==> src/hw/cpu_settings.svh <==
`ifndef CPU_SETTINGS_SVH
`define CPU_SETTINGS_SVH

// ************************************************************
// unified memory geometry
// ************************************************************

// 16-bit words shared by code, data and host
`define MEM_DEPTH 256

// low address bits that index the array, log2 of depth
`define MEM_AW 8

`endif

==> src/hw/cpu_pkg.sv <==
`default_nettype none

package cpu_pkg;

	typedef logic [15:0] word_t;     // data or instruction word
	typedef logic [15:0] addr_t;     // word address, arbiter wraps it
	typedef logic [3:0]  reg_idx_t;  // r0..r15

	// instr[15:12]
	typedef enum logic [3:0] {
		OP_ADD   = 4'h0,
		OP_SUB   = 4'h1,
		OP_AND   = 4'h2,
		OP_OR    = 4'h3,
		OP_XOR   = 4'h4,
		OP_SLL   = 4'h5,  // rs << rt[3:0]
		OP_SRL   = 4'h6,  // logical
		OP_NOP7  = 4'h7,
		OP_LW    = 4'h8,  // rd = mem[rs + imm4]
		OP_SW    = 4'h9,  // mem[rs + imm4] = rd
		OP_LHB   = 4'ha,
		OP_LLB   = 4'hb,
		OP_NOP12 = 4'hc,
		OP_NOP13 = 4'hd,
		OP_NOP14 = 4'he,
		OP_HLT   = 4'hf
	} opcode_t;

	// one handshake in flight at a time
	typedef enum logic [1:0] {ARB_IDLE, ARB_ACCESS, ARB_ACKED} arb_state_t;

	// peer owning the array, listed by priority
	typedef enum logic [1:0] {REQ_HOST, REQ_DATA, REQ_FETCH} requester_t;

endpackage

`default_nettype wire

==> src/hw/hazard_detection.sv <==
`timescale 1ns/10ps
`default_nettype none

module hazard_detection (
	input  logic           clk,
	input  logic           arst_n,
	input  logic           advance,      // global pipeline step
	input  cpu_pkg::word_t if_id_instr,  // nop when IF/ID empty
	input  cpu_pkg::word_t id_ex_instr,
	input  logic           id_ex_valid,
	output logic           stall,
	output logic           hlt_seen,
	output logic           halted
);

	cpu_pkg::opcode_t id_op;
	cpu_pkg::opcode_t ex_op;
	logic use_rd, use_rs, use_rt;
	logic alu_op;
	logic hlt_id;
	logic [1:0] hlt_q;  // HLT in EX, then MEM

	// ************************************************************
	// load-use
	// ************************************************************
	assign id_op  = cpu_pkg::opcode_t'(if_id_instr[15:12]);
	assign ex_op  = cpu_pkg::opcode_t'(id_ex_instr[15:12]);
	assign alu_op = (if_id_instr[15:12] <= 4'h6);  // ADD..SRL

	// which fields of the IF/ID word are read
	assign use_rd = (id_op == cpu_pkg::OP_SW) || (id_op == cpu_pkg::OP_LHB)
		|| (id_op == cpu_pkg::OP_LLB);
	assign use_rs = alu_op || (id_op == cpu_pkg::OP_SW) || (id_op == cpu_pkg::OP_LW);
	assign use_rt = alu_op;

	assign stall = id_ex_valid && (ex_op == cpu_pkg::OP_LW) && (
		(use_rd && if_id_instr[11:8] == id_ex_instr[11:8]) ||
		(use_rs && if_id_instr[7:4] == id_ex_instr[11:8]) ||
		(use_rt && if_id_instr[3:0] == id_ex_instr[11:8]));

	// ************************************************************
	// HLT
	// ************************************************************
	assign hlt_id   = (id_op == cpu_pkg::OP_HLT);
	assign hlt_seen = hlt_id || (|hlt_q) || halted;  // keeps fetch shut while draining

	// third advance puts HLT in writeback
	always_ff @(posedge clk or negedge arst_n) begin
		if (!arst_n) begin
			hlt_q  <= '0;
			halted <= 1'b0;
		end else if (advance) begin
			hlt_q  <= {hlt_q[0], hlt_id};
			halted <= halted | hlt_q[1];  // sticky until reset
		end
	end

endmodule

`default_nettype wire

==> config.mk <==
export PLATFORM = sky130hd
export DESIGN_NAME = hazard_detection
export DESIGN_NICKNAME = d
export VERILOG_FILES = /design/src/hw/cpu_settings.svh /design/src/hw/cpu_pkg.sv /design/src/hw/hazard_detection.sv
export SDC_FILE = /design/constraint.sdc
export NUM_CORES = 1
export LEC_CHECK = 0
export ABC_CLOCK_PERIOD_IN_PS = 1000
export BUFFER_PORTS_ARGS = -buffer_cell sky130_fd_sc_hd__buf_2
export CAP_MARGIN = 20
export CORE_AREA = 2 2 39 41
export CTS_BUF_LIST = sky130_fd_sc_hd__clkbuf_8
export CTS_CLUSTER_SIZE = 40
export DETAILED_ROUTE_END_ITERATION = 8
export DIE_AREA = 0 0 41 43
export PLACE_DENSITY = 0.62
export SLEW_MARGIN = 20
export SYNTH_ARGS = -nofsm -noshare
export SYNTH_HDL_FRONTEND = slang
export SYNTH_SLANG_ARGS = --single-unit
==> constraint.sdc <==
create_clock -name clk -period 1 [get_ports clk]
set_input_delay 0 -clock clk [delete_from_list [all_inputs] [get_ports clk]]
set_output_delay 0 -clock clk [all_outputs]
set_load 0.1 [all_outputs]
==> metrics.txt, run 1 <==
status=complete, but fails checks; failing checks=setup timing; Setup crit start=hlt_q[1]; crit share post-route=1.070; Reg2Reg Depth=2; Max clock buf depth=2; worst vdd ir=just under 0.5 mV; total gr overflow=0; cell row count=14; chip height=43 um; Crit path largest cell delay=roughly 0.41 ns; Clock Skew=roughly 0.0003 ns; Final Worst Setup Slack=-0.07041 ns; worst-skew pair later-pin latency=between 0.2 and 0.25 ns; P&R area growth vs syn=122.2%; H-tree levels=1; final setup vio count=2; Post-Layout Cell Count=about 90; vias per inst=around 4.5; Avg Cell Area, Syn=9.274 um2; M1 GR Usage=0.1310; Worst Path Arrival=1.07 ns; Residual DRC=0; Worst-path clk slew=~0.03 ns; # Post-CTS Setup Buffers=0; die area=approximately 1800 um2; FMAX=slightly above 900 MHz; CTS tree=yes; IO buf count=30; dpl ws=-0.1107 ns; Post-synth EDFFs=0; DR iter-0 viols=0; post-layout min period=roughly 1.1 ns; Crit path depth=3; CTS Root Cell=clkbuf_8; async set-reset flop share out of synthesis=1.000; starting density of the core=0.2278; Avg WL per Cell=about 10 um; GP Congestion=0.7608; Max-Cap Viols=0; DRT Wirelength=roughly 900 um; worst-margin pin slew=around 0.30 ns; Critical Path End Type=output port; total track usage=0.1253; RR Endpoint=halted; share of cells above drive strength 1=0.6389; DP Cell Count=83; Cell Area, Synth=between 300 and 400 um2; Final Core Density=0.5063; largest net degree at the start of global routing=6; Hold Vio Cnt, Final=0; chip width=between 40 and 50 um; first-pass GRT wire length=1.483 mm; Placed Instance Area=roughly 590 um2; largest area contributor in the netlist=xor2_1; FF-to-FF Start=halted; Crit path required time=1.00 ns; Mapped Nets=70; Cell Pwr Density=roughly 1400 nW/um2; P_leak=~0.00033 uW; crit path max-delay cell type=dfrtp_1; most frequent cell after synthesis=xor2_1; Yosys reg bits=3; final instance area=700.7 um2; CP endpoint=hlt_seen; grt peak-use layer=met2; clock sinks=3; Seq/Total Area, Yosys=0.2381; critical path class=flop to output port; Cells after Synth=34; vias in the first global route=roughly 400; GR Util met3=0.01571; Core Region=approximately 1400 um2; post-synth cell types=17; io pins=39; Synth area leaders=xor2_1 (33%), dfrtp_1 (24%), a21o_1 (4.8%); post-synth top area share=0.3333; cells along the critical path=nor3_4, nand2_4, buf_12; via count=~400; Ant. Diodes=0; HP Class=input port to flop; RSZ-0062 raised after global routing=yes; Startpoint Class=flop; Rel. slew slack=0.8031; top cells by count, synth=xor2_1 (12), dfrtp_1 (3); initial antenna violation count=0; CP Max Fanout=3; met2 usage=0.2156; Top delay family on crit path=flip-flops; Most used DFF post-synth=dfrtp_1; Pre-Repair DR Iteration Count=1; R2R setup slack=around 0.14 ns; Final ANT Viol Nets=0; fin. max-slew vios=0; Buf+Inv Stages, Crit Path=1; Yosys warning count=0; TritonCTS Buffers=3; fin nets=between 100 and 150
cell families (layout without fill, tap and decap cells):
| logic type | after synthesis | in the layout | share of synthesized area |
|---|---|---|---|
| AOI/OAI and AO/OA | 6 | 6 | 0.1468 |
| xor gates and xnor gates | 12 | 12 | 0.3333 |
| buffers and inverters | 1 | 39 | 0.01189 |
| DFF | 3 | 3 | 0.2381 |
| muxes | 2 | 2 | 0.06746 |
| and+or+nand+nor | 10 | 10 | 0.2024 |
cell type report:
type	count	area, um2
flip-flops and latches	3	78.83
well taps	16	20.02
clock inverters	1	3.754
repair buffers	34	240.2
inverters	1	3.754
fillers	124	683.2
multi-input cells	30	312.8
clock buffers	3	41.29
what timing repair did:
action / in CTS / in global routing
gates resized for setup: 11 / 0
pin swaps: 4 / 0
hold buffers: 1 / 0
setup endpoints to repair: 3 / 2
endpoints found under the hold margin: 3 / 0
cell usage in the layout, fill, tap and decap left out:
| cell type | instances |
|---|---|
| dfrtp_4 | 1 |
| buf_2 | 25 |
| a21o_1 | 2 |
| nand2_4 | 1 |
| dfrtp_1 | 2 |
| a221oi_2 | 1 |
| nor4_1 | 1 |
| nand2_2 | 1 |
| nor4b_4 | 1 |
| a31oi_1 | 1 |
| nor3_4 | 1 |
| nand4_1 | 1 |
| mux2_2 | 1 |
| buf_4 | 3 |
| nor4_4 | 1 |
| buf_12 | 3 |
| xor2_1 | 12 |
| dlygate4sd3_1 | 1 |
| nor4b_2 | 1 |
| nor3_1 | 1 |
| buf_6 | 2 |
| mux2i_1 | 1 |
| o2bb2ai_4 | 1 |
| clkbuf_8 | 3 |
| a22oi_1 | 1 |
| nor2_1 | 1 |
| inv_1 | 2 |
worst reg2reg max path: stages, from the launching register on:
cell and delay, ns:
dfrtp_4 0.48, buf_6 0.13, a21o_1 0.14
registers in the layout, summed over array words and instances, names as in the netlist:
name    flops
halted      1
hlt_q       2
per-layer routing:
layer / vias to the layer above / routed length, um
met5: - / 0
met4: 0 / 0
met3: 0 / 80
met2: 22 / 519
met1: 174 / 308
li1: 203 / -
metrics by stage:
| step | power, uW | setup TNS, ns | hold slack (ns) |
|---|---|---|---|
| after floorplan | 402.9 | -0.08236 | -0.2956 |
| after detailed placement | 572.1 | -0.1107 | -0.1983 |
| after global routing | 1012 | -0.1916 | 0.02784 |
| after global placement | 567.2 | -0.08469 | -0.2020 |
| after CTS | 979.1 | -0.1044 | 0.02221 |
| final | 964.2 | -0.08488 | 0.02461 |
where the power goes:
part           total (uW)  internal [uW]  leakage (uW)  switching (uW)
Clock                 334            261     0.0000269            73.5
Combinational         470            204      0.000267             266
Sequential            160            143     0.0000373            16.9
how the worst min path moves through the flow:
stage               depth (start not counted)    start  slack (ns)  endpoint
CTS                                         2  advance        0.02  hlt_q[0]
floorplan                                   0   arst_n       -0.30  hlt_q[0]
finish                                      2  advance        0.02  hlt_q[0]
detailed placement                          1   arst_n       -0.20  hlt_q[1]
global route                                2  advance        0.03  hlt_q[0]
global placement                            1   arst_n       -0.20    halted
Note: power is estimated with default switching activity, not from simulation.
==> run 2, diff against run 1 <==
--- a/config.mk
+++ b/config.mk
@@ -10,10 +10,11 @@
 export CAP_MARGIN = 20
 export CORE_AREA = 2 2 39 41
 export CTS_BUF_LIST = sky130_fd_sc_hd__clkbuf_8
-export CTS_CLUSTER_SIZE = 40
 export DETAILED_ROUTE_END_ITERATION = 8
 export DIE_AREA = 0 0 41 43
+export GPL_TIMING_DRIVEN = 0
 export PLACE_DENSITY = 0.62
+export SKIP_CTS_REPAIR_TIMING = 1
 export SLEW_MARGIN = 20
 export SYNTH_ARGS = -nofsm -noshare
 export SYNTH_HDL_FRONTEND = slang
==> run 2 against run 1 <==
Net effect: the run still ends with setup timing left; critical path depth unchanged; first-iteration DRC count is 1 higher; critical path type unchanged; maximum frequency down 0.53%; hold slack worse by 0.0057 ns; clock-buffer cell count is the same; sequential power hardly changed; sequential share of layout area up 1.2 points; wire length shrank 12%; cell count decreased by 3.4%; flip-flop and latch count stayed put; final area fell by 9.3%; combinational power decreased by 17%.
==> metrics.txt, run 2 (synthesis results as in run 1) <==
status=complete, but fails checks; failing checks=setup timing; DRT Wirelength=799 um; FF-to-FF Start=hlt_q[0]; chip width=just over 40 um; worst vdd ir=0.4209 mV; R2R setup slack=0.19 ns; first-pass GRT wire length=1.221 mm; Biggest register=hlt_q; clock sinks=3; Post-Layout Cell Count=85; WHS Path Cells=2; Max clock buf depth=2; Worst Path Arrival=between 1 and 1.5 ns; final setup vio count=3; chip height=about 43 um; crit share post-route=1.076; CTS Root Cell=clkbuf_8; CTS tree=yes; Hold Vio Cnt, Final=0; max reg flops=2; Cell Pwr Density=approximately 1400 nW/um2; share of cells above drive strength 1=0.6087; total gr overflow=0; worst hold path endpoint=hlt_q[0]; Final Core Density=0.4593; TritonCTS Buffers=3; FMAX=about 930 MHz; post-layout min period=1.076 ns; Worst-path clk slew=~0.030 ns; crit path max-delay cell type=dfrtp_4; worst-skew pair later-pin latency=about 0.21 ns; total track usage=0.1001; Avg WL per Cell=roughly 9.4 um; via count=between 300 and 400; worst-margin pin slew=a little under 0.5 ns; io pins=39; most frequent cells in the layout=buf_2 (28), xor2_1 (12), clkbuf_8 (3); Ant. Diodes=0; DP Cell Count=80; RR Endpoint=hlt_q[1]; DR iter-0 viols=1; cells along the critical path=nor3_4, nand2_4, buf_12; Reg2Reg Depth=1; H-tree levels=1; Clock Skew=about 0.00038 ns; fin nets=106; Rel. slew slack=0.6810; starting density of the core=0.2278; vias in the first global route=~360; die area=between 1500 and 2000 um2; commonest non-fill, non-tap cell in the layout=buf_2; Setup crit start=halted; Hold Startpoint=advance; Crit path required time=1.00 ns; critical path class=flop to output port; P_leak=about 0.00030 uW; Critical Path End Type=output port; Post-DP HPWL=between 700 and 800 um; Max-Cap Viols=0; IO buf count=30; Residual DRC=0; GP Congestion=0.7038; Largest regs=hlt_q (2), halted (1); vias per inst=about 4.4; P&R area growth vs syn=101.6%; Final Total Pwr=between 800 and 900 uW; Final Worst Setup Slack=-0.07611 ns; fin. max-slew vios=0; cell row count=14; Pre-Repair DR Iteration Count=2; RSZ-0062 raised after global routing=yes; initial antenna violation count=0; CP Max Fanout=3; Final ANT Viol Nets=0; Core Region=approximately 1400 um2; Startpoint Class=flop; Crit path largest cell delay=~0.48 ns; Fill cells=130; largest net degree at the start of global routing=6; HP Class=input port to flop
[run 2: per-stage QoR]
step,setup TNS (ns),hold slack (ns),worst slack (ns),instance area (um2)
after detailed placement,-0.3132,-0.1988,-0.3132,541.8
after global routing,-0.3590,0.02696,-0.1343,635.6
after global placement,-0.2970,-0.2026,-0.2970,541.8
final,-0.1986,0.01891,-0.07611,635.6
after CTS,-0.5705,-0.4263,-0.3135,586.8
after floorplan,-0.08236,-0.2956,-0.07138,371.6
[run 2: critical path: cells and delay by family (launching register included)]
kind                   cells  cell delay, ns
DFF                        1            0.48
and+or+nand+nor            2            0.22
buffers and inverters      1            0.16
[run 2: cell type report]
class                   count  area, um2  area share
inverters                   1      3.754    0.005906
multi-input cells          30      297.8      0.4685
clock buffers               3      41.29     0.06496
clock inverters             1      3.754    0.005906
repair buffers             31      190.2      0.2992
flip-flops and latches      3      78.83      0.1240
well taps                  16      20.02     0.03150
[run 2: worst max-delay path by stage]
stage          endpoint  cells after the start
2_1_floorplan     stall                      4
3_3_place_gp      stall                      5
3_5_place_dp      stall                      5
4_1_cts           stall                      5
5_1_grt        hlt_seen                      3
6_report       hlt_seen                      3
[run 2: report_power, final]
| part | internal (uW) | switching, uW |
|---|---|---|
| logic | 140 | 248 |
| clock network | 261 | 74.7 |
| registers | 143 | 17.6 |
[run 2: layer usage]
metal  vias to the layer above  routed length, um  GRT usage
met3                         0                 75    0.03141
met5                         -                  0          0
li1                        195                  -          -
met4                         0                  0    0.06000
met2                        20                455     0.1688
met1                       162                267    0.09873
