File: src/hw/cpu_settings.svh
`ifndef CPU_SETTINGS_SVH
`define CPU_SETTINGS_SVH

// ************************************************************
// unified memory geometry
// ************************************************************

// 16-bit words shared by code, data and host
`define MEM_DEPTH 256

// low address bits that index the array, log2 of depth
`define MEM_AW 8

`endif

File: src/hw/cpu_pkg.sv
`default_nettype none

package cpu_pkg;

	typedef logic [15:0] word_t;     // data or instruction word
	typedef logic [15:0] addr_t;     // word address, arbiter wraps it
	typedef logic [3:0]  reg_idx_t;  // r0..r15

	// instr[15:12]
	typedef enum logic [3:0] {
		OP_ADD   = 4'h0,
		OP_SUB   = 4'h1,
		OP_AND   = 4'h2,
		OP_OR    = 4'h3,
		OP_XOR   = 4'h4,
		OP_SLL   = 4'h5,  // rs << rt[3:0]
		OP_SRL   = 4'h6,  // logical
		OP_NOP7  = 4'h7,
		OP_LW    = 4'h8,  // rd = mem[rs + imm4]
		OP_SW    = 4'h9,  // mem[rs + imm4] = rd
		OP_LHB   = 4'ha,
		OP_LLB   = 4'hb,
		OP_NOP12 = 4'hc,
		OP_NOP13 = 4'hd,
		OP_NOP14 = 4'he,
		OP_HLT   = 4'hf
	} opcode_t;

	// one handshake in flight at a time
	typedef enum logic [1:0] {ARB_IDLE, ARB_ACCESS, ARB_ACKED} arb_state_t;

	// peer owning the array, listed by priority
	typedef enum logic [1:0] {REQ_HOST, REQ_DATA, REQ_FETCH} requester_t;

endpackage

`default_nettype wire

File: src/hw/reg_file.sv
`timescale 1ns/10ps
`default_nettype none

module reg_file (
	input  logic              clk,
	input  logic              arst_n,
	input  cpu_pkg::reg_idx_t rs_idx,
	input  cpu_pkg::reg_idx_t rt_idx,
	input  cpu_pkg::reg_idx_t rd_idx,   // SW, LHB, LLB source
	output cpu_pkg::word_t    rs_data,
	output cpu_pkg::word_t    rt_data,
	output cpu_pkg::word_t    rd_data,
	input  logic              wen,
	input  cpu_pkg::reg_idx_t wr_idx,
	input  cpu_pkg::word_t    wr_data
);

	cpu_pkg::word_t regs [16];  // r0 is a normal register

	always_ff @(posedge clk or negedge arst_n) begin
		if (!arst_n) begin
			for (int i = 0; i < 16; i++)
				regs[i] <= '0;
		end else if (wen) begin
			regs[wr_idx] <= wr_data;
		end
	end

	// write-through, WB result visible to ID same cycle
	assign rs_data = (wen && wr_idx == rs_idx) ? wr_data : regs[rs_idx];
	assign rt_data = (wen && wr_idx == rt_idx) ? wr_data : regs[rt_idx];
	assign rd_data = (wen && wr_idx == rd_idx) ? wr_data : regs[rd_idx];

endmodule

`default_nettype wire

File: config.mk
export PLATFORM = sky130hd
export DESIGN_NAME = reg_file
export DESIGN_NICKNAME = d
export VERILOG_FILES = /design/src/hw/cpu_settings.svh /design/src/hw/cpu_pkg.sv /design/src/hw/reg_file.sv
export SDC_FILE = /design/constraint.sdc
export NUM_CORES = 1
export LEC_CHECK = 0
export ABC_AREA = 0
export BUFFER_PORTS_ARGS = -buffer_cell sky130_fd_sc_hd__clkbuf_2
export CORE_MARGIN = 2
export CORE_UTILIZATION = 40
export CTS_BUF_LIST = sky130_fd_sc_hd__clkbuf_8
export CTS_CLUSTER_SIZE = 14
export DETAILED_ROUTE_END_ITERATION = 8
export GPL_TIMING_DRIVEN = 0
export PLACE_DENSITY_LB_ADDON = 0.3
export SLEW_MARGIN = 30
export SYNTH_ARGS = -nofsm -noshare
export SYNTH_HDL_FRONTEND = slang
export SYNTH_SLANG_ARGS = --single-unit
File: constraint.sdc
create_clock -name clk -period 2.4 [get_ports clk]
set_clock_uncertainty 0.15 [all_clocks]
set_input_delay 0.24 -clock clk [delete_from_list [all_inputs] [get_ports clk]]
set_output_delay 0.24 -clock clk [all_outputs]
set_load 0.01 [all_outputs]
==> results.toml, run 1 <==
[status]
status = "finished with violations"
violations = "negative setup slack"

[global_routing]
grt_pass1_wl_um = 75500
antenna_found_initial = 0
gr-max-usage-layer = "met2"
overflow = 0
use_met2_pct = 37.9
grt_max_degree = 74
grt_use_met3_pct = 3.61
grt_use_total_pct = 23.9
use_met1_pct = 33.8
grt_pass1_vias = 11200

[clock_network]
clockBufferDepth = 3
cts.sinks = 256
h-tree-depth = 2
cts_root_buffer = "clkbuf_8"
path_clk_slew_ns = 0.06
cts_made_buffers = 47
cts_tree = "yes"
insertion_delay_ns = 0.58

[floorplan]
fp.dieW_um = 209
row_count = 74
initial_core_util_pct = 40.8
coreArea_sq_um = 41000
pin_count = 83
die_y_um = 209
dieArea_sq_um = 43500

[power_and_ir_drop]
comb_power_share_pct = 34.2
swShare_pct = 32.0
seqPwrFrac_pct = 39.9
pwr-share-clk_pct = 25.9
vdd_drop_max_mv = 0.375
power.internal_mw = 10.7
power.density_nw_per_um2 = 816
power.switching_mw = 5.02
power_mw = 15.7
leakagePower_nw = 8.17

[cells_and_area]
areaGrowthSynthToFinish_pct = 15.0
antenna_cells = 0
largest_reg_flops = 256
multi_input_area_sq_um = 9910
nFillCells = 3644
seqCellArea_sq_um = 6410
nets = 1213
reg.largest.list = "regs (256)"
drive_above_1_share_pct = 54.8
largest_register = "regs"

[logic_synthesis]
synth.avg_cell_area_sq_um = 15.8
ys_seq_area_share_pct = 38.3
ys_types = 25
synth-edff-count = 0
syn_nets = 1093
syn_area_sq_um = 16700
syn-instance-count = 1058
synth_async_sr_flop_share_pct = 100
synth_seq_cells = 256
synth_warnings = 0
synthFlopType = "dfrtp_1"

[detailed_routing]
routed_wl_um = 51200
ant_nets = 0
first_iter_violations = 801
viasPerCell = 6.23
dr.pass1.iters = 5
num_vias = 10800
drc = 0
wl_per_cell_um = 29.5

[sta]
maxSlewViolCount = 0
min_period_ns = 2.70
setup_viol = 48
whs_ns = 0.00831
max_freq_mhz = 370
rsz0062_at_grt = "yes"
max_slew.worst_pin.slew_ns = 0.740
maxSlewHeadroom_pct = 50.6
hold_violations = 0
setup_ws_ns = -0.302
finalCritPeriodShare_pct = 113

[critical_path]
critical_path.top_delay_family = "multiplexers"
crit_chain = "mux4_2 -> mux2i_2 -> mux2i_1 -> mux2_4 -> buf_6"
worstReg2RegEnd = "regs[10]$_DFFE_PN0P_"
cp-endpoint = "rt_data[12]"
crit_type = "flop to output pin"
critical_path.endpoint_type = "output pin"
cp_max_fo = 4
rr_startpoint = "regs[10]$_DFFE_PN0P_"
critPathLaunchType = "flop"
worstPathArrival_ns = 2.31
cpPeakStageDelay_ns = 0.54
reg2reg_depth = 3
crit_cells = 5
crit_path_top_delay_cell = "mux4_2"
rrSetupSlack_ns = 1.24
crit_buf_inv = 1
worstPathRequired_ns = 2.01
startpoint = "regs[28]$_DFFE_PN0P_"

[placement]
port_buffers = 55
hpwl_um = 36000
place.gp.congestion = 0.880
place_ws_ns = -0.787

[hold_path]
hp-class = "input port to async pin"

[run]
maxCapViolations = 0
[cells in the final DEF, fill, tap and decap left out, types with 20 or more instances in the layout]
cell and n:
buf_2 46, buf_4 20, buf_6 55, clkbuf_2 28, clkbuf_8 57, dfrtp_1 256, mux2_1 94, mux2_2 156
mux2_4 54, mux2i_1 116, mux2i_2 22, mux4_2 192
[layout make-up]
| cell class | instances | share of cell area [%] |
|---|---|---|
| timing repair buffer | 71 | 3.45 |
| buffer | 120 | 3.80 |
| clock inverter | 22 | 0.481 |
| clock buffer | 56 | 4.01 |
| sequential | 256 | 33.3 |
| tap | 532 | 3.46 |
| multi-input combinational | 682 | 51.5 |
[per-layer routing]
layer  part of all wire [%]  wire length (um)  vias to the layer above
li1                       -                 -                     4422
met1                     43             22300                     5875
met2                     47             24300                      430
met3                    5.6              2880                      104
met4                    3.3              1700                        2
met5                   0.13                68                        -
[logic make-up after synthesis]
family                    share of synthesized area, %
and+or+nand+nor                                   1.50
DFF                                               38.3
xor gates and xnor gates                         0.628
buffers and inverters                             4.20
muxes                                             55.4
[metrics by stage]
stage               cells  setup TNS [ns]  utilization [%]  instance area (sq um)
detailed placement   1648          -26.54             43.3                  17800
global placement     1645        -1195.50             43.1                  17700
finish               1739          -10.59             46.9                  19200
CTS                  1733          -11.98             46.1                  18900
floorplan            1058               0                -                  16700
global route         1739          -13.68             46.9                  19200
[cells in the mapped netlist, drive strengths merged (5+ instances only)]
cell type  instances  share of area [%]
dfrtp            256                 38
mux2i            144                8.6
nor2              10               0.34
clkbuf            22               0.49
mux4             192                 26
buf               98                3.7
mux2             304                 21
xor2               9               0.47
nand2              5               0.13
[power by group through the flow]
stage / Clock [mW] / Combinational (mW) / Sequential [mW]
finish: 4.07 / 5.37 / 6.26
global route: 4.34 / 5.64 / 6.42
CTS: 4.13 / 5.08 / 6.23
detailed placement: 0 / 4.81 / 6.30
global placement: 0 / 4.72 / 6.21
floorplan: 0 / 3.55 / 6.00
[timing repair]
action,CTS,global route
endpoints found under the setup margin,48,48
hold buffers,1,0
resized for setup,62,85
hold endpoints to repair,183,0
pin swaps,3,0
buffers inserted,6,6
[worst min-delay path by stage]
stage / endpoint / slack [ns] / cells after the start
after floorplan: regs[0]$_DFFE_PN0P_ / -0.21 / 0
after global placement: regs[134]$_DFFE_PN0P_ / 0.35 / 1
after detailed placement: regs[233]$_DFFE_PN0P_ / 0.08 / 1
after CTS: regs[233]$_DFFE_PN0P_ / 0.01 / 2
after global routing: regs[121]$_DFFE_PN0P_ / 0.04 / 2
final: regs[233]$_DFFE_PN0P_ / 0.008 / 2
(Power assumes the default switching activity.)
==> run 2, diff against run 1 <==
Settings changed: CORE_UTILIZATION 40 to 63.
==> results.toml, run 2 (synthesis gave the netlist of run 1 again) <==
[status]
status = "finished with violations"
violations = "negative hold slack, negative setup slack"

[detailed_routing]
wl_per_cell_um = 32.3
viasPerCell = 7.29
drc = 0
routed_wl_um = 50000
ant_nets = 0
num_vias = 11300
first_iter_violations = 1149
dr.pass1.iters = 5

[power_and_ir_drop]
power.density_nw_per_um2 = 817
vdd_drop_max_mv = 0.505
leakagePower_nw = 8.15
power.switching_mw = 4.85
power.internal_mw = 10.6
power_mw = 15.5
comb_power_share_pct = 33.5
swShare_pct = 31.4
pwr-share-clk_pct = 25.9
seqPwrFrac_pct = 40.6

[critical_path]
cp_max_fo = 4
rrSetupSlack_ns = 1.22
critical_path.endpoint_type = "output pin"
critPathLaunchType = "flop"
worstPathRequired_ns = 2.01
crit_type = "flop to output pin"
rr_startpoint = "regs[71]$_DFFE_PN0P_"
worstPathArrival_ns = 2.26
worstReg2RegEnd = "regs[71]$_DFFE_PN0P_"
reg2reg_depth = 3

[hold_path]
hp-class = "input port to async pin"

[sta]
whs_ns = -0.00587
maxSlewViolCount = 0
max_slew.worst_pin.slew_ns = 0.846
fin_setup_tns_ns = -8.35
rsz0062_at_grt = "yes"
max_freq_mhz = 377
min_period_ns = 2.65
hold_violations = 2
finalCritPeriodShare_pct = 111
setup_ws_ns = -0.254
maxSlewHeadroom_pct = 43.4
setup_viol = 48

[cells_and_area]
nets = 1219
nFillCells = 1634
post-route-cell-area_sq_um = 18900
utilization_pct = 72.7
layout_commonest_cell = "dfrtp_1"
areaGrowthSynthToFinish_pct = 13.2
drive_above_1_share_pct = 54.7
largest_register = "regs"
reg.largest.list = "regs (256)"
antenna_cells = 0
stdcell_count = 1548
largest_reg_flops = 256
final_cell_mix = "dfrtp_1, mux4_2, mux2_2"

[placement]
port_buffers = 55
dp_cells = 1452
place_ws_ns = -0.489
place.gp.congestion = 0.883
hpwl_um = 33000
dpl-instance-area_sq_um = 17500

[floorplan]
coreArea_sq_um = 26100
dieArea_sq_um = 27900
die_y_um = 167
fp.dieW_um = 167
pin_count = 83
initial_core_util_pct = 64.2
row_count = 59

[clock_network]
cts_tree = "yes"
cts_root_buffer = "clkbuf_8"
clockBufferDepth = 3
path_clk_slew_ns = 0.06
insertion_delay_ns = 0.57
cts.sinks = 256
h-tree-depth = 2
cts_made_buffers = 47

[global_routing]
antenna_found_initial = 0
grt_max_degree = 79
overflow = 0
grt_pass1_wl_um = 73900
grt_use_total_pct = 36.5
grt_pass1_vias = 11600

[run]
maxCapViolations = 0
[run 2: cell types whose count changed in the layout (fill, tap and decap cells not counted), sizes merged]
cell,before,now
buf,140,134
bufinv,0,1
clkbuf,106,115
clkdlybuf4s15,0,1
clkinv,1,4
inv,20,18
[run 2: final cells by class]
type | count | area (sq um) | share of cell area [%]
multi-input combinational | 682 | 9870 | 52.1
sequential | 256 | 6410 | 33.8
clock buffer | 54 | 743 | 3.93
buffer | 120 | 732 | 3.87
timing repair buffer | 77 | 638 | 3.37
tap | 335 | 419 | 2.21
clock inverter | 24 | 125 | 0.661
[run 2: routing by layer]
| layer | track usage, % | vias to the layer above | wire, um |
|---|---|---|---|
| li1 | - | 4443 | - |
| met1 | 49.5 | 5897 | 18600 |
| met2 | 55.4 | 776 | 23200 |
| met3 | 11.8 | 168 | 6120 |
| met4 | 14.8 | 0 | 2130 |
| met5 | 0 | - | 0 |
[run 2: worst max path at each step]
stage / start / to / slack [ns] / depth (start not counted)
after floorplan: rs_idx[2] / rs_data[10] / 0.36 / 5
after global placement: arst_n / regs[161]$_DFFE_PN0P_ / -4.38 / 1
after detailed placement: rt_idx[3] / rt_data[4] / -0.49 / 8
after CTS: regs[67]$_DFFE_PN0P_ / rd_data[3] / -0.27 / 5
after global routing: regs[3]$_DFFE_PN0P_ / rd_data[3] / -0.29 / 5
final: regs[67]$_DFFE_PN0P_ / rt_data[3] / -0.25 / 5
[run 2: worst max-delay path: stages, from the launching register on]
cell	delay, ns
dfrtp_1	0.41
mux4_2	0.49
mux2i_2	0.25
mux2i_1	0.12
mux2_4	0.29
buf_6	0.12
[run 2: what timing repair did]
action | CTS | global route
hold endpoints to repair | 82 | 0
setup buffers | 9 | 8
hold buffers | 1 | 0
endpoints found under the setup margin | 48 | 48
pin swaps | 3 | 0
resized for setup | 33 | 65
[run 2: power groups by stage]
stage / Combinational, mW / Clock [mW] / Sequential (mW)
after floorplan: 3.55 / 0 / 6.00
after global placement: 4.53 / 0 / 6.19
after detailed placement: 4.66 / 0 / 6.30
after global routing: 5.45 / 4.19 / 6.42
after CTS: 4.83 / 4.01 / 6.23
final: 5.17 / 4.01 / 6.28
==> run 3, diff against run 2 <==
Settings changed: BUFFER_PORTS_ARGS -buffer_cell sky130_fd_sc_hd__clkbuf_2 to unset, DONT_BUFFER_PORTS set to 1.
==> results.toml, run 3 (synthesis gave the netlist of run 1 again) <==
[status]
status = "finished with violations"
violations = "negative hold slack, negative setup slack"

[detailed_routing]
wl_per_cell_um = 34.0
routed_wl_um = 50600
viasPerCell = 7.43
drc = 0
num_vias = 11100
first_iter_violations = 1201
dr.pass1.iters = 7
ant_nets = 0

[cells_and_area]
reg.largest.list = "regs (256)"
largest_reg_flops = 256
utilization_pct = 71.3
drive_above_1_share_pct = 52.3
nFillCells = 1674
largest_register = "regs"
nets = 1154
final_cell_mix = "dfrtp_1, mux4_2, mux2_2"
stdcell_count = 1489
layout_commonest_cell = "dfrtp_1"
areaGrowthSynthToFinish_pct = 11.0

[clock_network]
clockBufferDepth = 3
h-tree-depth = 2
cts_hold_buf = 1
insertion_delay_ns = 0.57
cts.sinks = 256
cts_root_buffer = "clkbuf_8"
cts_made_buffers = 46
path_clk_slew_ns = 0.05
cts_tree = "yes"

[sta]
maxSlewViolCount = 0
maxSlewHeadroom_pct = 35.5
max_freq_mhz = 394
hold_violations = 256
max_slew.worst_pin.slew_ns = 0.964
rsz0062_at_grt = "yes"
finalCritPeriodShare_pct = 106
fin_setup_tns_ns = -3.23
whs_ns = -0.774
setup_ws_ns = -0.139
min_period_ns = 2.54
setup_viol = 46

[power_and_ir_drop]
leakagePower_nw = 7.93
vdd_drop_max_mv = 0.640
power.density_nw_per_um2 = 827
power_mw = 15.4

[global_routing]
grt_max_degree = 257
overflow = 0
grt_use_total_pct = 37.3
antenna_found_initial = 2
grt_pass1_vias = 11600
grt_pass1_wl_um = 75000

[placement]
place.gp.congestion = 0.903
place_ws_ns = -0.296
port_buffers = 0
dp_cells = 1393
hpwl_um = 32900

[floorplan]
initial_core_util_pct = 64.2
dieArea_sq_um = 27900
coreArea_sq_um = 26100
fp.dieW_um = 167
pin_count = 83
row_count = 59
die_y_um = 167

[critical_path]
crit_cells = 4
cp_max_fo = 4
reg2reg_depth = 3
crit_chain = "mux4_2 -> mux2i_2 -> mux2i_1 -> mux2_4"
critPathLaunchType = "flop"
critical_path.endpoint_type = "output pin"
critical_path.top_delay_family = "multiplexers"
worstPathRequired_ns = 2.01
cpPeakStageDelay_ns = 0.50
crit_path_top_delay_cell = "mux4_2"
crit_buf_inv = 0
crit_type = "flop to output pin"
worstPathArrival_ns = 2.15

[hold_path]
hp-class = "input port to async pin"

[run]
maxCapViolations = 0
run 3: cell count changes in the layout (fill, tap and decap cells not counted), sizes merged:
| cell | delta |
|---|---|
| clkinvlp | -1 |
| diode | +1 |
| buf | -25 |
| inv | +1 |
| clkinv | -3 |
| clkbuf | -33 |
| bufinv | +1 |
run 3: timing repair:
item	in CTS	in global routing
buffers inserted	8	4
hold endpoints to repair	269	256
endpoints found under the setup margin	48	48
gates resized for setup	77	10
cloned	0	0
pin swaps	3	0
run 3: power breakdown:
group | internal, mW | leakage (nW) | total (mW) | switching [mW]
clock | 2.43 | 0.565 | 4.28 | 1.85
sequential | 5.33 | 3.14 | 6.30 | 0.967
combinational | 2.91 | 4.22 | 4.78 | 1.87
total | 10.7 | 7.93 | 15.4 | 4.69
run 3: through the flow:
step | hold slack (ns) | instance area [sq um]
floorplan | -0.206 | 16700
global placement | -0.196 | 17100
detailed placement | -0.191 | 17200
CTS | -0.797 | 18500
global route | -0.793 | 18600
finish | -0.774 | 18600
run 3: worst paths after layout:
kind	start	end	slack (ns)
worst max-delay path	regs[70]$_DFFE_PN0P_	rd_data[6]	-0.14
worst min-delay path	arst_n	regs[185]$_DFFE_PN0P_	-0.77
worst max register to register	regs[11]$_DFFE_PN0P_	regs[11]$_DFFE_PN0P_	1.23
worst min register to register	regs[114]$_DFFE_PN0P_	regs[114]$_DFFE_PN0P_	0.38
max in group asynchronous	arst_n	regs[97]$_DFFE_PN0P_	2.42
min in group clk	wen	regs[96]$_DFFE_PN0P_	0.05
run 3: routing by layer:
| metal | up-vias | part of all wire, % | wire, um | track usage [%] |
|---|---|---|---|---|
| met5 | - | 0.028 | 14 | 0 |
| met4 | 2 | 4.6 | 2330 | 16.3 |
| met3 | 179 | 11 | 5760 | 10.6 |
| met2 | 765 | 47 | 23800 | 57.6 |
| met1 | 5815 | 37 | 18700 | 50.2 |
| li1 | 4307 | - | - | - |
run 3: cell type report:
type / count / area [sq um] / share of cell area (%)
Clock buffer: 60 / 826 / 4.45
Tap cell: 335 / 419 / 2.26
Buffer: 120 / 727 / 3.91
Antenna cell: 1 / 2.50 / 0.0135
Multi-Input combinational cell: 682 / 9950 / 53.6
Clock inverter: 22 / 136 / 0.734
Sequential cell: 256 / 6410 / 34.5
Timing Repair Buffer: 13 / 100 / 0.539
