`config.mk`:
```
export PLATFORM = sky130hd
export DESIGN_NAME = cpu_pipeline_flat
export DESIGN_NICKNAME = d
export VERILOG_FILES = /design/src/hw/cpu_settings.svh /design/src/hw/cpu_pkg.sv /design/src/hw/mem_if.sv /design/src/hw/cpu_pipeline.sv /design/src/flat_wrapper.sv
export SDC_FILE = /design/constraint.sdc
export NUM_CORES = 1
export LEC_CHECK = 0
export ABC_AREA = 1
export BUFFER_PORTS_ARGS = -buffer_cell sky130_fd_sc_hd__buf_4
export CORE_UTILIZATION = 53
export DETAILED_ROUTE_END_ITERATION = 8
export PLACE_DENSITY = 0.86
export SKIP_CTS_REPAIR_TIMING = 1
export SYNTH_ARGS = -nofsm -noshare
export SYNTH_HDL_FRONTEND = slang
export SYNTH_SLANG_ARGS = --single-unit
export TNS_END_PERCENT = 10
```
`constraint.sdc`:
```
create_clock -name clk -period 10.8 [get_ports clk]
set_input_delay 2.7 -clock clk [delete_from_list [all_inputs] [get_ports clk]]
set_output_delay 2.7 -clock clk [all_outputs]
set_load 0.03 [all_outputs]
```
`src/hw/cpu_settings.svh`:
```
`ifndef CPU_SETTINGS_SVH
`define CPU_SETTINGS_SVH

// ************************************************************
// unified memory geometry
// ************************************************************

// 16-bit words shared by code, data and host
`define MEM_DEPTH 256

// low address bits that index the array, log2 of depth
`define MEM_AW 8

`endif

```
`src/hw/cpu_pkg.sv`:
```
`default_nettype none

package cpu_pkg;

	typedef logic [15:0] word_t;     // data or instruction word
	typedef logic [15:0] addr_t;     // word address, arbiter wraps it
	typedef logic [3:0]  reg_idx_t;  // r0..r15

	// instr[15:12]
	typedef enum logic [3:0] {
		OP_ADD   = 4'h0,
		OP_SUB   = 4'h1,
		OP_AND   = 4'h2,
		OP_OR    = 4'h3,
		OP_XOR   = 4'h4,
		OP_SLL   = 4'h5,  // rs << rt[3:0]
		OP_SRL   = 4'h6,  // logical
		OP_NOP7  = 4'h7,
		OP_LW    = 4'h8,  // rd = mem[rs + imm4]
		OP_SW    = 4'h9,  // mem[rs + imm4] = rd
		OP_LHB   = 4'ha,
		OP_LLB   = 4'hb,
		OP_NOP12 = 4'hc,
		OP_NOP13 = 4'hd,
		OP_NOP14 = 4'he,
		OP_HLT   = 4'hf
	} opcode_t;

	// one handshake in flight at a time
	typedef enum logic [1:0] {ARB_IDLE, ARB_ACCESS, ARB_ACKED} arb_state_t;

	// peer owning the array, listed by priority
	typedef enum logic [1:0] {REQ_HOST, REQ_DATA, REQ_FETCH} requester_t;

endpackage

`default_nettype wire

```
`src/hw/mem_if.sv`:
```
`timescale 1ns/10ps
`default_nettype none

// four-phase req/ack memory port
interface mem_if;

	logic           req;    // held until ack seen
	logic           ack;    // held until req seen low
	logic           we;
	cpu_pkg::addr_t addr;
	cpu_pkg::word_t wdata;
	cpu_pkg::word_t rdata;  // valid while ack high

	// fetch path, load/store path, host
	modport requester (output req, output we, output addr, output wdata,
		input ack, input rdata);

	// arbiter side
	modport responder (input req, input we, input addr, input wdata,
		output ack, output rdata);

endinterface

`default_nettype wire

```
`src/hw/cpu_pipeline.sv`:
```
`timescale 1ns/10ps
`default_nettype none

module cpu_pipeline (
	input  logic              clk,
	input  logic              arst_n,
	input  logic              run,
	input  logic              stall,
	input  logic              hlt_seen,
	mem_if.requester          fetch_bus,
	mem_if.requester          data_bus,
	output cpu_pkg::reg_idx_t rs_idx,
	output cpu_pkg::reg_idx_t rt_idx,
	output cpu_pkg::reg_idx_t rd_idx,
	input  cpu_pkg::word_t    rs_data,
	input  cpu_pkg::word_t    rt_data,
	input  cpu_pkg::word_t    rd_data,
	output logic              wen,
	output cpu_pkg::reg_idx_t wr_idx,
	output cpu_pkg::word_t    wr_data,
	output cpu_pkg::word_t    if_id_instr,
	output cpu_pkg::word_t    id_ex_instr,
	output logic              id_ex_valid,
	output logic              advance
);

	// per-requester handshake
	typedef enum logic [1:0] {HS_IDLE, HS_WAIT_ACK, HS_WAIT_DROP} hs_state_t;

	hs_state_t f_state;
	hs_state_t d_state;
	cpu_pkg::addr_t pc;
	logic if_valid;                // IF holds a fetched word
	cpu_pkg::word_t if_instr;
	logic fetch_go, fetch_pending;
	logic if_id_valid;
	cpu_pkg::word_t if_id_q;
	cpu_pkg::word_t id_ex_rs, id_ex_rt, id_ex_rd;
	cpu_pkg::opcode_t ex_op;
	cpu_pkg::word_t op_a, op_b, op_c;
	cpu_pkg::word_t ex_imm, ex_result;
	logic ex_wen;
	logic ex_mem_valid, ex_mem_wen, ex_mem_lw, ex_mem_sw;
	cpu_pkg::reg_idx_t ex_mem_rd;
	cpu_pkg::word_t ex_mem_result, ex_mem_store;
	cpu_pkg::word_t load_q;
	logic mem_go, data_pending;
	logic ex_mem_fwd, mem_wb_fwd;
	logic mem_wb_valid, mem_wb_wen;
	cpu_pkg::reg_idx_t mem_wb_rd;
	cpu_pkg::word_t mem_wb_result;

	// ************************************************************
	// IF, fetch requester
	// ************************************************************
	assign fetch_go = run && !hlt_seen && !if_valid;
	assign fetch_pending = (f_state == HS_IDLE && fetch_go) || (f_state == HS_WAIT_ACK)
		|| (f_state == HS_WAIT_DROP && fetch_bus.ack);
	assign data_pending = (d_state == HS_IDLE && mem_go) || (d_state == HS_WAIT_ACK)
		|| (d_state == HS_WAIT_DROP && data_bus.ack);
	assign advance = !fetch_pending && !data_pending;  // memory back-pressure

	assign fetch_bus.req   = (f_state == HS_WAIT_ACK);
	assign fetch_bus.we    = 1'b0;
	assign fetch_bus.addr  = pc;  // stable, pc moves only on advance
	assign fetch_bus.wdata = '0;

	always_ff @(posedge clk or negedge arst_n) begin
		if (!arst_n) begin
			f_state  <= HS_IDLE;
			pc       <= '0;
			if_valid <= 1'b0;
		end else begin
			case (f_state)
				HS_IDLE: if (fetch_go) f_state <= HS_WAIT_ACK;
				HS_WAIT_ACK: begin
					if (fetch_bus.ack) begin
						f_state  <= HS_WAIT_DROP;
						if_valid <= 1'b1;
					end
				end
				HS_WAIT_DROP: if (advance) f_state <= HS_IDLE;
				default: f_state <= HS_IDLE;
			endcase
			if (advance && !stall && if_valid) begin  // consumed by IF/ID
				if_valid <= 1'b0;
				pc       <= pc + 16'd1;
			end
		end
	end

	always_ff @(posedge clk)
		if (f_state == HS_WAIT_ACK && fetch_bus.ack)
			if_instr <= fetch_bus.rdata;

	// ************************************************************
	// IF/ID, ID/EX
	// ************************************************************
	always_ff @(posedge clk or negedge arst_n) begin
		if (!arst_n) begin
			if_id_valid <= 1'b0;
			id_ex_valid <= 1'b0;
		end else if (advance) begin
			if (!stall)
				if_id_valid <= if_valid && !hlt_seen;  // HLT turns IF/ID into bubble
			id_ex_valid <= if_id_valid && !stall;      // load-use bubble
		end
	end

	always_ff @(posedge clk) begin
		if (advance) begin
			if (!stall)
				if_id_q <= if_instr;
			id_ex_instr <= if_id_q;
			id_ex_rs    <= rs_data;
			id_ex_rt    <= rt_data;
			id_ex_rd    <= rd_data;
		end
	end

	assign if_id_instr = if_id_valid ? if_id_q : 16'h7000;  // empty reads as nop
	assign rs_idx = if_id_q[7:4];
	assign rt_idx = if_id_q[3:0];
	assign rd_idx = if_id_q[11:8];

	// ************************************************************
	// EX, forwarding and ALU
	// ************************************************************
	assign ex_op      = cpu_pkg::opcode_t'(id_ex_instr[15:12]);
	assign ex_imm     = {{12{id_ex_instr[3]}}, id_ex_instr[3:0]};
	assign ex_mem_fwd = ex_mem_valid && ex_mem_wen && !ex_mem_lw;  // LW waits a stall
	assign mem_wb_fwd = mem_wb_valid && mem_wb_wen;

	always_comb begin
		op_a = id_ex_rs;
		op_b = id_ex_rt;
		op_c = id_ex_rd;
		// older first, EX/MEM overrides
		if (mem_wb_fwd && mem_wb_rd == id_ex_instr[7:4]) op_a = mem_wb_result;
		if (mem_wb_fwd && mem_wb_rd == id_ex_instr[3:0]) op_b = mem_wb_result;
		if (mem_wb_fwd && mem_wb_rd == id_ex_instr[11:8]) op_c = mem_wb_result;
		if (ex_mem_fwd && ex_mem_rd == id_ex_instr[7:4]) op_a = ex_mem_result;
		if (ex_mem_fwd && ex_mem_rd == id_ex_instr[3:0]) op_b = ex_mem_result;
		if (ex_mem_fwd && ex_mem_rd == id_ex_instr[11:8]) op_c = ex_mem_result;
	end

	always_comb begin
		ex_result = op_a + ex_imm;  // LW/SW address
		ex_wen    = 1'b1;
		case (ex_op)
			cpu_pkg::OP_ADD: ex_result = op_a + op_b;
			cpu_pkg::OP_SUB: ex_result = op_a - op_b;
			cpu_pkg::OP_AND: ex_result = op_a & op_b;
			cpu_pkg::OP_OR:  ex_result = op_a | op_b;
			cpu_pkg::OP_XOR: ex_result = op_a ^ op_b;
			cpu_pkg::OP_SLL: ex_result = op_a << op_b[3:0];
			cpu_pkg::OP_SRL: ex_result = op_a >> op_b[3:0];
			cpu_pkg::OP_LHB: ex_result = {id_ex_instr[7:0], op_c[7:0]};
			cpu_pkg::OP_LLB: ex_result = {op_c[15:8], id_ex_instr[7:0]};
			cpu_pkg::OP_LW:  ex_wen = 1'b1;
			default:         ex_wen = 1'b0;  // SW, nops, HLT
		endcase
	end

	// ************************************************************
	// EX/MEM, data requester, MEM/WB
	// ************************************************************
	always_ff @(posedge clk or negedge arst_n) begin
		if (!arst_n) begin
			ex_mem_valid <= 1'b0;
			mem_wb_valid <= 1'b0;
		end else if (advance) begin
			ex_mem_valid <= id_ex_valid;
			mem_wb_valid <= ex_mem_valid;
		end
	end

	always_ff @(posedge clk) begin
		if (advance) begin
			ex_mem_wen    <= ex_wen;
			ex_mem_lw     <= (ex_op == cpu_pkg::OP_LW);
			ex_mem_sw     <= (ex_op == cpu_pkg::OP_SW);
			ex_mem_rd     <= id_ex_instr[11:8];
			ex_mem_result <= ex_result;
			ex_mem_store  <= op_c;  // SW data is rd
			mem_wb_wen    <= ex_mem_wen;
			mem_wb_rd     <= ex_mem_rd;
			mem_wb_result <= ex_mem_lw ? load_q : ex_mem_result;
		end
	end

	assign mem_go         = ex_mem_valid && (ex_mem_lw || ex_mem_sw);
	assign data_bus.req   = (d_state == HS_WAIT_ACK);
	assign data_bus.we    = ex_mem_sw;
	assign data_bus.addr  = ex_mem_result;
	assign data_bus.wdata = ex_mem_store;

	// done access parks in WAIT_DROP until the step
	always_ff @(posedge clk or negedge arst_n) begin
		if (!arst_n) begin
			d_state <= HS_IDLE;
		end else begin
			case (d_state)
				HS_IDLE: if (mem_go) d_state <= HS_WAIT_ACK;
				HS_WAIT_ACK: if (data_bus.ack) d_state <= HS_WAIT_DROP;
				HS_WAIT_DROP: if (advance) d_state <= HS_IDLE;
				default: d_state <= HS_IDLE;
			endcase
		end
	end

	always_ff @(posedge clk)
		if (d_state == HS_WAIT_ACK && data_bus.ack)
			load_q <= data_bus.rdata;

	// WB, one write per retired instr
	assign wen     = advance && mem_wb_valid && mem_wb_wen;
	assign wr_idx  = mem_wb_rd;
	assign wr_data = mem_wb_result;

endmodule

`default_nettype wire

```
`src/flat_wrapper.sv`:
```
// flat-port wrapper written by rule: the top's interface ports become plain ports
module cpu_pipeline_flat 
  (clk, arst_n, run, stall, hlt_seen, rs_idx, rt_idx, rd_idx, rs_data, rt_data, rd_data, wen, wr_idx, wr_data, if_id_instr, id_ex_instr, id_ex_valid, advance, fetch_bus_req, fetch_bus_we, fetch_bus_addr, fetch_bus_wdata, fetch_bus_ack, fetch_bus_rdata, data_bus_req, data_bus_we, data_bus_addr, data_bus_wdata, data_bus_ack, data_bus_rdata);
  mem_if fetch_bus_i ();
  mem_if data_bus_i ();
  input  logic clk;
  input  logic arst_n;
  input  logic run;
  input  logic stall;
  input  logic hlt_seen;
  output cpu_pkg::reg_idx_t rs_idx;
  output cpu_pkg::reg_idx_t rt_idx;
  output cpu_pkg::reg_idx_t rd_idx;
  input  cpu_pkg::word_t rs_data;
  input  cpu_pkg::word_t rt_data;
  input  cpu_pkg::word_t rd_data;
  output logic wen;
  output cpu_pkg::reg_idx_t wr_idx;
  output cpu_pkg::word_t wr_data;
  output cpu_pkg::word_t if_id_instr;
  output cpu_pkg::word_t id_ex_instr;
  output logic id_ex_valid;
  output logic advance;
  output wire logic [$bits(fetch_bus_i.req)-1:0] fetch_bus_req;
  output wire logic [$bits(fetch_bus_i.we)-1:0] fetch_bus_we;
  output wire logic [$bits(fetch_bus_i.addr)-1:0] fetch_bus_addr;
  output wire logic [$bits(fetch_bus_i.wdata)-1:0] fetch_bus_wdata;
  input wire logic [$bits(fetch_bus_i.ack)-1:0] fetch_bus_ack;
  input wire logic [$bits(fetch_bus_i.rdata)-1:0] fetch_bus_rdata;
  output wire logic [$bits(data_bus_i.req)-1:0] data_bus_req;
  output wire logic [$bits(data_bus_i.we)-1:0] data_bus_we;
  output wire logic [$bits(data_bus_i.addr)-1:0] data_bus_addr;
  output wire logic [$bits(data_bus_i.wdata)-1:0] data_bus_wdata;
  input wire logic [$bits(data_bus_i.ack)-1:0] data_bus_ack;
  input wire logic [$bits(data_bus_i.rdata)-1:0] data_bus_rdata;
  assign fetch_bus_req = fetch_bus_i.req;
  assign fetch_bus_we = fetch_bus_i.we;
  assign fetch_bus_addr = fetch_bus_i.addr;
  assign fetch_bus_wdata = fetch_bus_i.wdata;
  assign fetch_bus_i.ack = fetch_bus_ack;
  assign fetch_bus_i.rdata = fetch_bus_rdata;
  assign data_bus_req = data_bus_i.req;
  assign data_bus_we = data_bus_i.we;
  assign data_bus_addr = data_bus_i.addr;
  assign data_bus_wdata = data_bus_i.wdata;
  assign data_bus_i.ack = data_bus_ack;
  assign data_bus_i.rdata = data_bus_rdata;
  cpu_pipeline u_core (.clk(clk), .arst_n(arst_n), .run(run), .stall(stall), .hlt_seen(hlt_seen), .fetch_bus(fetch_bus_i), .data_bus(data_bus_i), .rs_idx(rs_idx), .rt_idx(rt_idx), .rd_idx(rd_idx), .rs_data(rs_data), .rt_data(rt_data), .rd_data(rd_data), .wen(wen), .wr_idx(wr_idx), .wr_data(wr_data), .if_id_instr(if_id_instr), .id_ex_instr(id_ex_instr), .id_ex_valid(id_ex_valid), .advance(advance));
endmodule
```
==> results of run 1 <==
per-layer routing:
| layer | GRT usage | part of all wire |
|---|---|---|
| met4 | 0.192 | 0.054 |
| met3 | 0.0791 | 0.10 |
| met1 | 0.445 | 0.37 |
| met2 | 0.618 | 0.47 |
| met5 | 0 | 0.00028 |
flip-flops by register name, summed over array words and instances, names as in the netlist, 16 cells and up:
| signal | cells |
|---|---|
| u_core.id_ex_instr | 16 |
| u_core.id_ex_rd | 16 |
| u_core.id_ex_rs | 16 |
| u_core.wr_data | 16 |
| u_core.load_q | 16 |
| u_core.id_ex_rt | 16 |
| u_core.fetch_bus.addr | 16 |
| u_core.data_bus.wdata | 16 |
| u_core.if_id_q | 16 |
| u_core.if_instr | 16 |
| u_core.data_bus.addr | 16 |
stage by stage:
stage          hold slack, ns  std cells  setup WS (ns)   util
5_1_grt                 0.429       1896           3.89  0.638
2_1_floorplan           0.400       1431           3.49      -
3_3_place_gp            0.401       1864           4.08  0.611
4_1_cts                 0.426       1896           4.02  0.638
3_5_place_dp            0.405       1864           4.04  0.611
6_report                0.423       1896           4.04  0.638
final cells by class:
class	instances	area [sq um]
inverters	182	686
clock inverters	15	198
flip-flops and latches	197	5790
fillers	1886	8170
repair buffers	216	1620
clock buffers	17	425
well taps	285	357
multi-input cells	984	5330
how the worst max path moves through the flow:
stage                  start      end  slack [ns]
floorplan           hlt_seen  advance        3.49
global placement    hlt_seen  advance        4.08
detailed placement  hlt_seen  advance        4.04
CTS                 hlt_seen  advance        4.02
global route        hlt_seen  advance        3.89
finish              hlt_seen  advance        4.04
critical path, delay by kind of cell:
family	cells	cell delay [ns]
AO/OA/AOI/OAI	1	0.14
buffers and inverters	3	0.82
AND/OR/NAND/NOR	4	0.39
cells in the final DEF (no fill, tap or decap), types with 3 or more instances in the layout:
cell type  netlist  final
inv_2           13     12
nand2_2         15     15
inv_12           0      4
nand3_2         10     10
nor3_1          11     11
inv_1          168    168
a221oi_1        13     13
a211oi_1         5      5
a22oi_1         13     13
xor2_1          20     20
edfxtp_1       172    172
nand4_1         20     20
clkinv_8         0      3
o21a_1           7      7
or2_2            6      6
dfrtp_1         25     25
nor2_2           4      5
o21ai_1          7      7
nand2_4          3      3
conb_1           1     17
nand3b_1         5      5
a31oi_1          7      7
o211ai_1         6      6
xnor2_1         15     15
nor2_4           9      9
o21ai_0         68     68
nand3_1        151    151
ha_1            54     54
a21oi_1         52     52
clkbuf_16        0     17
nor2_1          90     89
buf_4           32    216
o22ai_1          9      9
nand2_1        349    349
cells by family after synthesis:
| group | Yosys count | synth area share |
|---|---|---|
| adder cells (fa/ha/maj) | 55 | 0.0572 |
| other | 1 | 0.000308 |
| AO/OA/AOI/OAI | 202 | 0.100 |
| flip-flops | 197 | 0.476 |
| buffers and inverters | 250 | 0.0909 |
| AND/OR/NAND/NOR | 675 | 0.250 |
| XOR/XNOR | 35 | 0.0252 |
==> flow_summary.ini, run 1 <==
[outcome]
status = completed

[synthesis]
netlist_top_cells_area = edfxtp_1 42%, nand2_1 11%, nand3_1 6.2%, ha_1 5.6%, inv_1 5.2%
ys_warn_count = 0
synth-seq-cells = 197
yosys-top-cells-count = 349 x nand2_1, 172 x edfxtp_1, 168 x inv_1, 151 x nand3_1, 90 x nor2_1
ys_seq_area_frac = 0.476
synth_async_sr_flop_share = 0.127
yosysTopAreaCell = edfxtp_1
synth.distinct_cells = 49
yosysMostFrequentCell = nand2_1
syn_area_per_cell_sq_um = 8.59
netlist_instances = 1415
synth_ff_type = edfxtp_1
synth_top_area_share = 0.425
syn_area_sq_mm = 0.0122
synth_edf_count = 172

[die]
initial_core_util = 0.539
die_area_sq_mm = 0.0236
ioPinCount = 222
coreArea_sq_mm = 0.0226
die_y_um = 153
die_x_um = 153
std_cell_rows = 55

[place]
hpwl_um = 32200
place_area_sq_mm = 0.0138
place.port_buffers = 204
gp_congestion = 1.01

[min_path]
min_to = u_core.if_id_q[8]
min_from = u_core.if_instr[8]
hp-class = flop to flop
holdPathStages = 0

[timing]
fin_setup_tns_ns = 0
finalHoldViolations = 0
fin_skew_ns = 0.0210
setup_violations = 0
rsz0062_at_grt = false
fin_crit_ns = 6.76
fmax_mhz = 148
finalCritPeriodShare = 0.626
worst_pin_slew_ns = 1.17
drv_slew = 0
slew_headroom = 0.219

[drt]
num_vias = 11200
drtPass1Iterations = 5
drt-initial-drc-count = 1030
wl_per_cell_um = 22.5
wl_um = 42700
vias_per_cell = 5.93
drtAntennaViolNets = 0
drc = 0

[worst_setup_path]
critical_path_required_ns = 8.10
r2r-start = u_core.ex_mem_lw
worst_ep_arrival_time_ns = 4.06
path_class = primary input to output pin
r2r-end = u_core.data_bus.addr[15]
r2r_cells = 26
slowest_stage = inv_4
max_stage_delay_ns = 0.45
r2r_setup_slack_ns = 5.05
cp_max_fo = 42
start_kind = primary input
path_cells = buf_4 > nor2_1 > nand3_1 > nand2_1 > a31oi_1 > nand2_1 > inv_4 > buf_4
endpoint_kind = output pin

[clocking]
cts_sinks = 197
h-tree-depth = 4
cts-root-buf = clkbuf_16
clk_latency_ns = 0.45
clk_pin_slew_worst_paths_ns = 0.09
cts_tree = yes
numCtsBuffers = 17
clock_path_buffers = 2

[finish]
nets = 1740
diodes = 0
layout-drive-gt1-share = 0.195
area_growth_pct = 18.5
final_area_sq_mm = 0.0144

[global_route]
antenna_found_initial = 1
grt_max_degree = 88
track_usage = 0.368
grt_overflow_total = 0
grt_pass1_vias = 11200
grt_pass1_wl_um = 64200

[job]
drv_cap = 0
Power of run 1 is left out: the tool's default activity adds up to more than one toggle a clock period on the data nets, which glitch-free logic cannot reach.
==> run 2: changes to the inputs <==
==> constraint.sdc (replaced) <==
create_clock -name clk -period 6.6 [get_ports clk]
set_input_delay 1.65 -clock clk [delete_from_list [all_inputs] [get_ports clk]]
set_output_delay 1.65 -clock clk [all_outputs]
set_load 0.03 [all_outputs]
==> run 2 against run 1 <==
Against the previous run: die area stayed put; worst hold slack better by 0.0034 ns; critical path depth is 13 higher; design area is 0.37% higher; largest cell class unchanged; clock-buffer cell count stayed put; clock skew is 0.0029 ns lower.
==> flow_summary.ini, run 2 (same netlist as run 1, synthesis figures left out) <==
[drt]
dr_wl_met2_um = 20100
vias_per_cell = 5.95
drt-initial-drc-count = 1491
m1WireLength_um = 16900
drc = 0
wl_um = 43300
drtAntennaViolNets = 0
num_vias = 11300
drtPass1Iterations = 6
route.met3.wl_um = 4420
wl_per_cell_um = 22.7
routed.top_layer = met4

[worst_setup_path]
start_kind = flop
crit_top_cell = nand2_1
path_cells = nand3b_1 > nor2_1 > nand3_1 > inv_1 > nand2_1 > a21boi_1 > inv_1 > ha_1 > nand2_1 > nor2_1 > a211oi_1 > o21ai_0 > nand3b_1 > nand2_1 > a21oi_1 > xor2_1 > inv_1 > nand2_1 > nand2_1 > nand2_1 > nand2_1
endpoint_kind = flop
worst_ep_arrival_time_ns = 5.56
path_class = flop to flop
max_stage_delay_ns = 1.06
cp_max_fo = 34
slowest_stage = edfxtp_1
critical_path_required_ns = 6.81

[finish]
area_growth_pct = 18.9
layout_common_cells = 349 x nand2_1, 224 x buf_4, 172 x edfxtp_1
nets = 1748
layout-drive-gt1-share = 0.198
nFillCells = 1887
diodes = 0
mostFrequentLayoutCell = nand2_1

[die]
ioPinCount = 222
std_cell_rows = 55
die_y_um = 153
die_area_sq_mm = 0.0236
initial_core_util = 0.539
die_x_um = 153
coreArea_sq_mm = 0.0226

[clocking]
cts-root-buf = clkbuf_16
clk_pin_slew_worst_paths_ns = 0.08
cts_sinks = 197
clk_latency_ns = 0.46
numCtsBuffers = 17
clock_path_buffers = 2
h-tree-depth = 4
cts_tree = yes

[global_route]
grt_pass1_vias = 10900
grt_max_degree = 53
grt_pass1_wl_um = 65400
grt_overflow_total = 0
antenna_found_initial = 0
track_usage = 0.375

[timing]
worst_pin_slew_ns = 1.25
fin_crit_ns = 5.35
slew_headroom = 0.163
fin_setup_tns_ns = 0
finalCritPeriodShare = 0.811
drv_slew = 0
rsz0062_at_grt = false
fmax_mhz = 187
setup_violations = 0
finalHoldViolations = 0
fin_skew_ns = 0.0181

[place]
hpwl_um = 33300
gp_congestion = 1.04
place.port_buffers = 204

[outcome]
status = completed

[job]
drv_cap = 0

[min_path]
hp-class = flop to flop
run 2: cell types whose count changed in the layout (fill, tap and decap cells not counted):
cell,change
buf_4,+8
inv_12,+1
inv_16,-1
nor2_1,+1
nor2_2,-1
run 2: layer usage:
metal | global-route usage | vias up
met3 | 0.0771 | 131
met5 | 0 | -
met4 | 0.160 | 0
li1 | - | 5120
met2 | 0.615 | 737
met1 | 0.483 | 5338
run 2: path summary, 6_finish.rpt:
kind | end | start | slack [ns] | cells past startpoint
worst min register to register | u_core.if_id_q[14] | u_core.if_instr[14] | 0.43 | 0
worst max register to register | u_core.data_bus.addr[15] | u_core.ex_mem_lw | 1.25 | 21
worst max-delay path | u_core.data_bus.addr[15] | u_core.ex_mem_lw | 1.25 | 21
max in group asynchronous | u_core.if_valid | arst_n | 5.28 | 1
worst min-delay path | u_core.if_id_q[14] | u_core.if_instr[14] | 0.43 | 0
min in group asynchronous | u_core.fetch_bus.addr[9] | arst_n | 1.07 | 1
run 2: final cells by class:
| class | instances | area [sq um] | area share |
|---|---|---|---|
| clock buffer | 17 | 425 | 0.0294 |
| multi-input combinational | 984 | 5320 | 0.368 |
| inverter | 182 | 686 | 0.0474 |
| tap | 285 | 357 | 0.0247 |
| clock inverter | 15 | 194 | 0.0134 |
| timing repair buffer | 224 | 1680 | 0.116 |
| sequential | 197 | 5790 | 0.401 |
run 2: stage by stage:
step	setup WS (ns)	hold WS (ns)	utilization	area [sq um]	instances
2_1_floorplan	1.39	0.400	-	12200	1431
3_3_place_gp	1.62	0.400	0.613	13800	1872
3_5_place_dp	1.43	0.407	0.613	13800	1872
4_1_cts	1.36	0.427	0.641	14500	1904
5_1_grt	0.736	0.426	0.641	14500	1904
6_report	1.25	0.426	0.641	14500	1904
run 2: worst max-delay path, delay by kind of cell, from the launching register on:
kind                     cells  cell delay (ns)
AND/OR/NAND/NOR             12             1.84
AO/OA/AOI/OAI                4             1.20
flip-flops                   1             1.06
buffers and inverters        3             0.47
adder cells (fa/ha/maj)      1             0.32
XOR/XNOR                     1             0.22
Power of run 2 is left out for the same reason.
